**config.mk**
```make
export PLATFORM = sky130hd
export DESIGN_NAME = n64_video_top
export DESIGN_NICKNAME = d
export VERILOG_FILES = /design/src/n64_video_pkg.sv /design/src/n64_video_top.sv /design/src/n64_vout_fmt.sv /design/src/n64_pixel_fifo.sv /design/src/n64_vinfo_ext.sv /design/src/n64_vdemux.sv
export SDC_FILE = /design/constraint.sdc
export NUM_CORES = 1
export LEC_CHECK = 0
export BUFFER_PORTS_ARGS = -buffer_cell sky130_fd_sc_hd__clkbuf_2
export CORE_MARGIN = 8
export CORE_UTILIZATION = 30
export CTS_BUF_LIST = sky130_fd_sc_hd__clkbuf_8
export DETAILED_ROUTE_END_ITERATION = 8
export GPL_TIMING_DRIVEN = 0
export MAX_ROUTING_LAYER = met4
export PLACE_DENSITY_LB_ADDON = 0.15
export SKIP_LAST_GASP = 1
export SYNTH_ARGS = -nofsm -noshare
export SYNTH_HDL_FRONTEND = slang
export SYNTH_SLANG_ARGS = --single-unit
```
**constraint.sdc**
```tcl
create_clock -name VCLK -period 3.9 [get_ports VCLK]
set_clock_uncertainty 0.05 [all_clocks]
set_input_delay 0.195 -clock VCLK [delete_from_list [all_inputs] [get_ports VCLK]]
set_output_delay 0.195 -clock VCLK [all_outputs]
set_load 0.02 [all_outputs]
```
**src/n64_video_pkg.sv**
```systemverilog
// shared widths, structs and constants for the n64 video path; import into every rtl module
package n64_video_pkg;

  // ============================================================
  // bus and colour widths
  // ============================================================

  // one beat of the 7-bit digital video bus
  typedef logic [6:0] n64_data_t;
  // n64 colour components are 7 bits deep
  typedef logic [6:0] color_t;
  // horizontal pixel position inside a line
  typedef logic [9:0] hpos_t;

  // ============================================================
  // structs
  // ============================================================

  // field order follows D[3:0] of the sync beat, nvsync is the msb
  typedef struct packed {
    logic nvsync;
    logic nclamp;
    logic nhsync;
    logic ncsync;
  } sync_t;

  // one assembled pixel, 25 bits
  typedef struct packed {
    sync_t  sync;
    color_t red;
    color_t green;
    color_t blue;
  } pixel_t;

  typedef struct packed {
    logic vdata_detected;
    logic palmode;
    logic n64_480i;
  } vinfo_t;

  typedef struct packed {
    pixel_t pix;
    hpos_t  hpos;
  } out_pixel_t;

  // demux beat tracker
  typedef enum logic [1:0] {
    wait_sync,
    get_red,
    get_green,
    get_blue
  } demux_state_t;

  // ============================================================
  // sizes
  // ============================================================

  localparam int FIFO_DEPTH = 16;
  localparam int FIFO_AW    = 4;

  // saturating watchdog counter widths
  localparam int DSCLK_W    = 3;
  localparam int VCLK_CNT_W = 9;
  localparam int HCLK_CNT_W = 12;

endpackage
```
**src/n64_video_top.sv**
```systemverilog
// top level of the n64 video path: demux, vinfo extractor, pixel fifo and output formatter
`timescale 1ns/1ps

module n64_video_top (
  input  logic                      VCLK,
  input  logic                      nRST,
  input  logic                      nVDSYNC,
  input  n64_video_pkg::n64_data_t  d,
  output n64_video_pkg::out_pixel_t out_pix,
  output logic                      out_valid,
  input  logic                      out_ready,
  output n64_video_pkg::vinfo_t     vinfo,
  output logic                      overflow
);

  import n64_video_pkg::*;

  // demux to fifo
  pixel_t pix;
  logic   pix_valid;
  logic   ready;
  // sync history for the extractor
  sync_t  sync_pre;
  sync_t  sync_cur;
  // fifo to formatter
  pixel_t fifo_pix;
  logic   fifo_valid;
  logic   fifo_ready;

  n64_vdemux n64_vdemux_inst (
    .VCLK      (VCLK),
    .nRST      (nRST),
    .nVDSYNC   (nVDSYNC),
    .d         (d),
    .pix       (pix),
    .pix_valid (pix_valid),
    .ready     (ready),
    .sync_pre  (sync_pre),
    .sync_cur  (sync_cur),
    .overflow  (overflow)
  );

  n64_vinfo_ext n64_vinfo_ext_inst (
    .VCLK     (VCLK),
    .nRST     (nRST),
    .nVDSYNC  (nVDSYNC),
    .sync_pre (sync_pre),
    .sync_cur (sync_cur),
    .vinfo    (vinfo)
  );

  n64_pixel_fifo n64_pixel_fifo_inst (
    .VCLK     (VCLK),
    .nRST     (nRST),
    .wr_pix   (pix),
    .wr_valid (pix_valid),
    .wr_ready (ready),
    .rd_pix   (fifo_pix),
    .rd_valid (fifo_valid),
    .rd_ready (fifo_ready)
  );

  n64_vout_fmt n64_vout_fmt_inst (
    .VCLK      (VCLK),
    .nRST      (nRST),
    .in_pix    (fifo_pix),
    .in_valid  (fifo_valid),
    .in_ready  (fifo_ready),
    .vinfo     (vinfo),
    .out_pix   (out_pix),
    .out_valid (out_valid),
    .out_ready (out_ready)
  );

endmodule

```
**src/n64_vout_fmt.sv**
```systemverilog
// consumer: one-entry output register with hpos counting and colour blanking when no video
`timescale 1ns/1ps

module n64_vout_fmt (
  input  logic                      VCLK,
  input  logic                      nRST,
  input  n64_video_pkg::pixel_t     in_pix,
  input  logic                      in_valid,
  output logic                      in_ready,
  input  n64_video_pkg::vinfo_t     vinfo,
  output n64_video_pkg::out_pixel_t out_pix,
  output logic                      out_valid,
  input  logic                      out_ready
);

  import n64_video_pkg::*;

  logic   accept;
  logic   line_start;
  logic   prev_nhsync;
  hpos_t  hpos_q;
  hpos_t  hpos_nxt;
  pixel_t pix_fmt;

  // ============================================================
  // handshake
  // ============================================================

  // register empty or draining this cycle
  assign in_ready = !out_valid || out_ready;
  assign accept   = in_valid && in_ready;

  // ============================================================
  // horizontal position and blanking
  // ============================================================

  // falling nhsync between two accepted pixels opens a new line
  assign line_start = prev_nhsync && !in_pix.sync.nhsync;

  always_comb begin
    if (line_start)
      hpos_nxt = '0;
    else if (&hpos_q)
      hpos_nxt = hpos_q;
    else
      hpos_nxt = hpos_q + 1'b1;

    pix_fmt = in_pix;
    if (!vinfo.vdata_detected) begin
      pix_fmt.red   = '0;
      pix_fmt.green = '0;
      pix_fmt.blue  = '0;
    end
  end

  always_ff @(posedge VCLK or negedge nRST) begin
    if (!nRST) begin
      out_valid   <= 1'b0;
      prev_nhsync <= 1'b1;
      hpos_q      <= '0;
    end else begin
      if (accept) begin
        out_valid   <= 1'b1;
        prev_nhsync <= in_pix.sync.nhsync;
        hpos_q      <= hpos_nxt;
      end else if (out_ready) begin
        out_valid <= 1'b0;
      end
    end
  end

  // payload holds under back-pressure since it only loads on accept
  always_ff @(posedge VCLK) begin
    if (accept)
      out_pix <= '{pix: pix_fmt, hpos: hpos_nxt};
  end

endmodule

```
**src/n64_pixel_fifo.sv**
```systemverilog
// valid/ready pixel fifo with a registered show-ahead output between producer and consumer
`timescale 1ns/1ps

module n64_pixel_fifo (
  input  logic                  VCLK,
  input  logic                  nRST,
  input  n64_video_pkg::pixel_t wr_pix,
  input  logic                  wr_valid,
  output logic                  wr_ready,
  output n64_video_pkg::pixel_t rd_pix,
  output logic                  rd_valid,
  input  logic                  rd_ready
);

  import n64_video_pkg::*;

  pixel_t             mem [FIFO_DEPTH];
  logic [FIFO_AW:0]   wr_ptr;
  logic [FIFO_AW:0]   rd_ptr;
  logic               empty;
  logic               full;
  logic               wr_en;
  logic               load;
  logic               bypass;

  // extra pointer msb separates full from empty
  assign empty = (wr_ptr == rd_ptr);
  assign full  = (wr_ptr[FIFO_AW] != rd_ptr[FIFO_AW]) &&
                 (wr_ptr[FIFO_AW-1:0] == rd_ptr[FIFO_AW-1:0]);

  assign wr_ready = !full;
  assign wr_en    = wr_valid && wr_ready;
  // output stage free or being drained this cycle
  assign load     = !rd_valid || rd_ready;
  // empty buffer, incoming word goes straight to the output stage
  assign bypass   = load && empty && wr_en;

  always_ff @(posedge VCLK) begin
    if (wr_en && !bypass)
      mem[wr_ptr[FIFO_AW-1:0]] <= wr_pix;
    if (load && !empty)
      rd_pix <= mem[rd_ptr[FIFO_AW-1:0]];
    else if (bypass)
      rd_pix <= wr_pix;
  end

  always_ff @(posedge VCLK or negedge nRST) begin
    if (!nRST) begin
      wr_ptr   <= '0;
      rd_ptr   <= '0;
      rd_valid <= 1'b0;
    end else begin
      if (wr_en && !bypass)
        wr_ptr <= wr_ptr + 1'b1;
      if (load) begin
        rd_valid <= !empty || wr_en;
        if (!empty)
          rd_ptr <= rd_ptr + 1'b1;
      end
    end
  end

endmodule

```
**src/n64_vinfo_ext.sv**
```systemverilog
// derives video presence, pal/ntsc and 480i/240p from the sync nibbles of the demux
`timescale 1ns/1ps

module n64_vinfo_ext (
  input  logic                 VCLK,
  input  logic                 nRST,
  input  logic                 nVDSYNC,
  input  n64_video_pkg::sync_t sync_pre,
  input  n64_video_pkg::sync_t sync_cur,
  output n64_video_pkg::vinfo_t vinfo
);

  import n64_video_pkg::*;

  logic                  nvdsync_q;
  logic                  sync_upd;
  logic                  vsync_fall;
  logic                  hsync_fall;
  logic [DSCLK_W-1:0]    dsclk_cnt;
  logic [VCLK_CNT_W-1:0] vclk_cnt;
  logic [HCLK_CNT_W-1:0] hclk_cnt;
  logic                  field_id;
  logic [1:0]            line_cnt;

  // sync_cur is fresh exactly one cycle after a sync beat
  always_ff @(posedge VCLK or negedge nRST) begin
    if (!nRST)
      nvdsync_q <= 1'b1;
    else
      nvdsync_q <= nVDSYNC;
  end

  assign sync_upd   = !nvdsync_q;
  assign vsync_fall = sync_upd && sync_pre.nvsync && !sync_cur.nvsync;
  assign hsync_fall = sync_upd && sync_pre.nhsync && !sync_cur.nhsync;

  // ============================================================
  // watchdog and video presence
  // ============================================================

  always_ff @(posedge VCLK or negedge nRST) begin
    if (!nRST) begin
      dsclk_cnt            <= '0;
      vclk_cnt             <= '0;
      hclk_cnt             <= '0;
      vinfo.vdata_detected <= 1'b0;
    end else begin
      // any saturated counter means the bus went quiet
      if (&dsclk_cnt || &vclk_cnt || &hclk_cnt)
        vinfo.vdata_detected <= 1'b0;
      if (vsync_fall && hsync_fall)
        vinfo.vdata_detected <= 1'b1;

      if (!nVDSYNC)
        dsclk_cnt <= '0;
      else if (!(&dsclk_cnt))
        dsclk_cnt <= dsclk_cnt + 1'b1;

      // lines since vsync
      if (vsync_fall)
        vclk_cnt <= '0;
      else if (hsync_fall && !(&vclk_cnt))
        vclk_cnt <= vclk_cnt + 1'b1;

      if (hsync_fall)
        hclk_cnt <= '0;
      else if (!(&hclk_cnt))
        hclk_cnt <= hclk_cnt + 1'b1;
    end
  end

  // ============================================================
  // field parity and line count per field
  // ============================================================

  always_ff @(posedge VCLK or negedge nRST) begin
    if (!nRST) begin
      field_id       <= 1'b1;
      vinfo.n64_480i <= 1'b1;
      line_cnt       <= 2'b00;
      vinfo.palmode  <= 1'b0;
    end else if (vsync_fall) begin
      // toggling parity between fields means interlaced
      field_id       <= hsync_fall;
      vinfo.n64_480i <= field_id ^ hsync_fall;
      // pal: count bit 1 low at field end
      vinfo.palmode  <= ~line_cnt[1];
      line_cnt       <= 2'b00;
    end else if (hsync_fall) begin
      line_cnt <= line_cnt + 2'd1;
    end
  end

endmodule

```
**src/n64_vdemux.sv**
```systemverilog
// producer: gathers sync/red/green/blue beats of the n64 bus into pixel structs, never stalls
`timescale 1ns/1ps

module n64_vdemux (
  input  logic                   VCLK,
  input  logic                   nRST,
  input  logic                   nVDSYNC,
  input  n64_video_pkg::n64_data_t d,
  output n64_video_pkg::pixel_t  pix,
  output logic                   pix_valid,
  input  logic                   ready,
  output n64_video_pkg::sync_t   sync_pre,
  output n64_video_pkg::sync_t   sync_cur,
  output logic                   overflow
);

  import n64_video_pkg::*;

  demux_state_t state;

  // partial pixel, colour beats wait here until blue shows up
  color_t red_r;
  color_t green_r;

  // ============================================================
  // beat tracking fsm and sync history
  // ============================================================

  always_ff @(posedge VCLK or negedge nRST) begin
    if (!nRST) begin
      state     <= wait_sync;
      pix_valid <= 1'b0;
      // idle bus has all sync lines high
      sync_cur  <= '1;
      sync_pre  <= '1;
    end else begin
      pix_valid <= 1'b0;
      if (!nVDSYNC) begin
        // a sync beat always restarts the pixel, early ones drop the partial data
        sync_pre <= sync_cur;
        sync_cur <= sync_t'(d[3:0]);
        state    <= get_red;
      end else begin
        case (state)
          get_red:   state <= get_green;
          get_green: state <= get_blue;
          get_blue: begin
            state     <= wait_sync;
            pix_valid <= 1'b1;
          end
          // stray colour beats without a preceding sync are ignored
          default:   state <= wait_sync;
        endcase
      end
    end
  end

  // ============================================================
  // payload capture
  // ============================================================

  always_ff @(posedge VCLK) begin
    if (nVDSYNC && state == get_red)
      red_r <= d;
    if (nVDSYNC && state == get_green)
      green_r <= d;
    if (nVDSYNC && state == get_blue)
      pix <= '{sync: sync_cur, red: red_r, green: green_r, blue: d};
  end

  // console cannot be stalled, a refused pixel is lost
  always_ff @(posedge VCLK or negedge nRST) begin
    if (!nRST)
      overflow <= 1'b0;
    else if (pix_valid && !ready)
      overflow <= 1'b1;
  end

endmodule

```
# Yosys cells after proc, flatten, opt, wreduce, memory -nomap -nowiden
# Memories as Yosys holds them, arrays and structs flattened.
# Index checks and enable logic that the tools add are counted.
[classes]
n_addsub = 7
n_mul = 0
div = 0
n_lt_le_gt_ge = 0
n_eq_ne = 8
shift = 0
muxes = 22
n_bitwise = 3
reduce_logical = 43
[ops]
columns = ["operator", "count"]
rows = [
  ["$mux W25", 2],
  ["$mux W12", 2],
  ["$mux W10", 2],
  ["$logic_and A1 B1 Y1", 18],
  ["$mux W9", 2],
  ["$add A12 B1 Y12 const B", 1],
  ["$reduce_and A12 Y1", 1],
  ["$add A10 B1 Y10 const B", 1],
  ["$add A5 B1 Y5 const B", 2],
  ["$logic_not A1 Y1", 10],
  ["$reduce_and A10 Y1", 1],
  ["$reduce_bool A2 Y1", 5],
  ["$add A9 B1 Y9 const B", 1],
  ["$reduce_and A9 Y1", 1],
  ["$mux W1", 8],
  ["$mux W2", 3],
  ["$mux W3", 2],
  ["$eq A5 B5 Y1", 1],
  ["$logic_or A1 B1 Y1", 5],
  ["$eq A2 B2 Y1 const B", 2],
  ["$eq A4 B4 Y1", 1],
  ["$pmux W2 S2", 1],
  ["$add A3 B1 Y3 const B", 1],
  ["$reduce_and A3 Y1", 1],
  ["8 further kinds", 9],
]
[word_totals]
ff_bits = 163
latch_bits = 0
ram_bits = 400
rom_bits = 0
in_bits = 11
out_inout_bits = 40
elab_cells = 132
memories = 1
[memory_table]
columns = ["name", "words", "width", "rd", "rd_ports_with_merged_regs", "write_ports", "line", "rtl"]
rows = [
  ["n64_pixel_fifo_inst.mem", 16, 25, 1, 0, 1, "n64_pixel_fifo.sv:17", "pixel_t mem [FIFO_DEPTH];"],
]

# Depth between registers and ports, before layout
[depth]
depth_word = 9
mapped_depth = 8
mapped_depth_nobuf = 8

# Cells and area by module
# Synthesis repeated with hierarchy kept, for this count alone.
[unflattened]
hier_cells = 1114
area_unflattened_um2 = 22237.6
[by_module_without_submodules]
columns = ["module", "n_inst", "cells_per_inst", "area_per_inst_um2", "seq_area_each_um2"]
rows = [
  ["n64_pixel_fifo", 1, 741, 17040.1, 13037.5],
  ["n64_vout_fmt", 1, 153, 1991.9, 1352.5],
  ["n64_vdemux", 1, 72, 1689.1, 1481.4],
  ["n64_vinfo_ext", 1, 148, 1516.5, 779.5],
]

# Least setup slack after synthesis
# OpenSTA, ideal clock, no wires.
[synth_path]
path_kind = "reg2reg"
from = "register n64_vout_fmt_inst.out_valid"
to = "memory n64_pixel_fifo_inst.mem[3][0] in the netlist's numbering, enable pin"
setup_time_ns = 0.438
t_arrival_ns = 2.809
required_time_ns = 3.412
path_slack_ns = 0.603
stages_incl_launch_ff = 5
n_path_buf = 0
period_less_slack_ns = 3.297
path_cell_list = "dfrtp_1 -> nand3b_1 -> nor2_1 -> o211ai_1 -> nor3_1"
[synth_via]
elab_chain_cells = 9
[synth_rtl]
columns = ["element", "line", "rtl"]
rows = [
  ["from (decl)", "n64_vout_fmt.sv:12", "output logic out_valid,"],
  ["from (signal assigned)", "n64_vout_fmt.sv:58", "out_valid <= 1'b0;"],
  ["from (signal assigned)", "n64_vout_fmt.sv:63", "out_valid <= 1'b1;"],
  ["from (signal assigned)", "n64_vout_fmt.sv:67", "out_valid <= 1'b0;"],
  ["$logic_not A1 Y1", "n64_vout_fmt.sv:30", "assign in_ready = !out_valid || out_ready;"],
  ["$logic_or A1 B1 Y1", "n64_vout_fmt.sv:30", ""],
  ["$logic_or A1 B1 Y1", "n64_pixel_fifo.sv:34", "assign load = !rd_valid || rd_ready;"],
  ["$logic_and A1 B1 Y1 (2 in series)", "n64_pixel_fifo.sv:36", "assign bypass = load && empty && wr_en;"],
  ["$logic_not A1 Y1", "n64_pixel_fifo.sv:39", "if (wr_en && !bypass)"],
  ["$logic_and A1 B1 Y1", "n64_pixel_fifo.sv:39", ""],
  ["$mux W1", "n64_pixel_fifo.sv:39", ""],
  ["$mux W1 (implied by the code)", "n64_pixel_fifo.sv:40", "mem[wr_ptr[FIFO_AW-1:0]] <= wr_pix;"],
  ["to (decl)", "n64_pixel_fifo.sv:17", ""],
]
# Every way passes these cells.

# Worst setup path after layout
[layout_path]
from = "register n64_pixel_fifo_inst.rd_ptr[3]"
to = "memory n64_pixel_fifo_inst.mem[5][13] in the netlist's numbering, enable pin"
[layout_via]
elab_chain_cells = 9
word_cells_on_any_way = 11
cone_classes = "eq/ne: 2; mux: 2; reduce/logical: 7"
[layout_rtl]
columns = ["element", "line", "rtl"]
rows = [
  ["from (decl)", "n64_pixel_fifo.sv:19", "logic [FIFO_AW:0] rd_ptr;"],
  ["from (signal assigned)", "n64_pixel_fifo.sv:58", "rd_ptr <= rd_ptr + 1'b1;"],
  ["$eq A4 B4 Y1", "n64_pixel_fifo.sv:29", "(wr_ptr[FIFO_AW-1:0] == rd_ptr[FIFO_AW-1:0]);"],
  ["$logic_and A1 B1 Y1", "n64_pixel_fifo.sv:28", "assign full = (wr_ptr[FIFO_AW] != rd_ptr[FIFO_AW]) &&"],
  ["$logic_not A1 Y1", "n64_pixel_fifo.sv:31", "assign wr_ready = !full;"],
  ["$logic_and A1 B1 Y1", "n64_pixel_fifo.sv:32", "assign wr_en = wr_valid && wr_ready;"],
  ["$logic_and A1 B1 Y1", "n64_pixel_fifo.sv:36", ""],
  ["$logic_not A1 Y1", "n64_pixel_fifo.sv:39", ""],
  ["$logic_and A1 B1 Y1 *", "n64_pixel_fifo.sv:39", ""],
  ["$mux W1 *", "n64_pixel_fifo.sv:39", ""],
  ["$mux W1 (implied by the code) *", "n64_pixel_fifo.sv:40", ""],
]
# Mark *: on every way between the ends. The rest lies on a longest branch, timed or not.

==> metrics.cfg <==
[worst_setup_path]
endpoint_kind=register
critical_path.startpoint_type=register
cp-startpoint=n64_pixel_fifo_inst.rd_ptr[3]
reg2reg_from=n64_pixel_fifo_inst.rd_ptr[3]
worstPathMaxFanout=25
cp.required_ns=4.15
crit_type=reg2reg
cp.arrival_ns=3.30

[power]
p_leak_nw=9.01
p_seq_frac=0.431
switchingPower_w=0.00558
ir_worst_vdd_mv=0.251
powerDensity_mw_per_mm2=673
p_clk_frac=0.288
fin_total_pwr_w=0.0174
p_int_w=0.0118
comb_power_share=0.281
switching_share=0.320

[grt]
grt_usage=0.134
grt_first_pass_wirelength_mm=80.0
grt_pass1_vias=12100
grt_max_degree=60
grt_overflow=0
antenna_found_initial=2

[yosys]
syn-num-nets=1218
synth-seq-cells=563
yosysSeqAreaShare=0.750
yosysTopAreaCellShare=0.677
synthTopCellsByArea=edfxtp_1 68%, dfrtp_1 6.1%, mux4_2 5.1%
ys_warn_count=0
synth_top_area_cell=edfxtp_1
synth_ff_type=edfxtp_1
avgSynthCellArea_sq_um=18.6
synth_cell_types=52
synth_enable_flop_cells=499
synth-async-reset-ratio=0.114
synth_area_sq_mm=0.0221
synthCells=1193

[detailed_routing]
totalWireLength_mm=53.6
routed-via-count=11400
post_drt_wl_per_cell_microns=22.2
viasPerCell=4.71
drc=0
postRouteAntennaNets=0
dr.first_iter.drc_count=591
drt_first_pass_iters=5

[flow_run]
cap_violations=0

[clock_network]
cts.htree.levels=3
cts_root_buf=clkbuf_8
numClockSinks=563
path_clk_slew_ns=0.06
numCtsBuffers=97
tritoncts=done
clockBufferDepth=3
cts_resized=0
clkLatencyLatePin_ns=0.72

[timing]
setup_violations=0
fin_ws_ns=0.841
max_freq_ghz=0.327
hold_violations=0
finalSetupTns_ns=0
slew_headroom=0.273
finalCritPeriodShare=0.784
rsz0062_at_grt=no
worst_pin_slew_ns=1.09
slew_viol_final=0
period_needed_ns=3.06

[floorplan]
io_pins=51
start_util=0.303
core_area_sq_mm=0.0730
fp.dieW_microns=288
dieArea_sq_mm=0.0827
row_count=99
die_h_microns=288

[final_layout]
drive_gt1_frac=0.244
mostFrequentLayoutCells=499 x edfxtp_1, 104 x mux2i_1, 104 x clkbuf_8
synthToLayoutAreaGrowth_pct=17.1
fin_area_sq_mm=0.0259
final.fill_count=6835
multi_input_area_sq_mm=0.00526
postLayoutCoreUtil=0.355
final_common_cell=edfxtp_1
finalNetCount=1393
seq_area_sq_mm=0.0166

[placement]
numPortBuffers=50
dp_hpwl_mm=34.0
dpl-instance-area_sq_mm=0.0239
pre_cts_slack_ns=0.352
place_congestion=0.750

[outcome]
status=complete, no violations

[hold_path]
min_path_type=in2reg
hold_path_startpoint=nVDSYNC

final timing paths:
path | cells past startpoint | slack [ns] | endpoint
hold / removal | 2 | 0.23 | n64_vinfo_ext_inst.nvdsync_q
min in group asynchronous | 4 | 0.57 | n64_vout_fmt_inst.hpos_q[7]
max in group asynchronous | 4 | 2.60 | n64_vout_fmt_inst.hpos_q[3]
setup reg to reg | 6 | 0.84 | n64_pixel_fifo_inst.mem[5][13]
setup / recovery | 6 | 0.84 | n64_pixel_fifo_inst.mem[5][13]
hold reg to reg | 0 | 0.36 | n64_vdemux_inst.pix[19]
power by group through the flow:
stage	Combinational (W)	Sequential, W	Clock (W)
after global placement	0.00498	0.00765	0
after CTS	0.00505	0.00753	0.00523
after global routing	0.00535	0.00759	0.00549
final	0.00490	0.00752	0.00502
after detailed placement	0.00501	0.00764	0
after floorplan	0.00315	0.00776	0
what timing repair did:
| action | CTS | global route |
|---|---|---|
| endpoints found under the hold margin | 94 | 0 |
| hold buffers | 12 | 0 |
| setup buffers | 0 | 0 |
through the flow:
stage / hold WS, ns / std cells
6_report: 0.226 / 2411
3_3_place_gp: 0.355 / 2202
5_1_grt: 0.180 / 2410
4_1_cts: 0.153 / 2407
2_1_floorplan: -0.151 / 1193
3_5_place_dp: 0.00149 / 2216
state kept, by name, indices dropped and copies added (netlist names), 2 cells and up:
name,count
n64_vout_fmt_inst.out_pix,35
n64_vdemux_inst.pix,25
n64_vinfo_ext_inst.line_cnt,2
n64_vdemux_inst.sync_cur,4
n64_pixel_fifo_inst.wr_ptr,5
n64_vinfo_ext_inst.vinfo,3
n64_pixel_fifo_inst.rd_pix,25
n64_vout_fmt_inst.hpos_q,10
n64_pixel_fifo_inst.rd_ptr,5
n64_vdemux_inst.green_r,7
n64_vdemux_inst.sync_pre,2
n64_pixel_fifo_inst.mem,400
n64_vdemux_inst.state,2
n64_vdemux_inst.red_r,7
n64_vinfo_ext_inst.vclk_cnt,9
n64_vinfo_ext_inst.dsclk_cnt,3
n64_vinfo_ext_inst.hclk_cnt,12
cells by family after synthesis:
group                    count (synthesis)  synth area share
buffers and inverters                   69            0.0144
adder cells (fa/ha/maj)                 14           0.00791
XOR/XNOR                                27            0.0107
AND/OR/NAND/NOR                        165            0.0405
multiplexers                           214             0.128
flip-flops                             563             0.750
AO/OA/AOI/OAI                          141            0.0484
worst max-delay path, stage by stage (launching register included):
cell	delay (ns)
dfrtp_1	0.33
clkbuf_1	0.47
xnor2_1	0.17
nand4_2	0.26
o21a_1	0.26
clkbuf_1	0.31
and3_2	0.81
layout make-up:
cell class              count  area share
inverters                   9     0.00135
repair buffers             76      0.0268
well taps                 959      0.0463
flip-flops and latches    563       0.641
multi-input cells         561       0.203
clock buffers             104      0.0552
diodes                      4    0.000386
clock inverters            75      0.0155
plain buffers              60      0.0110
cells in the mapped netlist (all sizes together), types with 25 or more instances:
library cell and count:
and2 30, mux4 50, dfrtp 54, clkbuf 35, a221oi 25, nor2 29, mux2i 104, a22o 27
mux2 60, a22oi 25, buf 25, nand2 27, edfxtp 499
layer usage:
metal / global-route usage / vias to the layer above / share of wire
met3: 0.0252 / 88 / 0.039
met1: 0.172 / 5884 / 0.45
met2: 0.216 / 209 / 0.49
met5: - / - / 0
li1: - / 5174 / -
met4: 0.0418 / 0 / 0.021
Power figures use the tool's default switching activity.
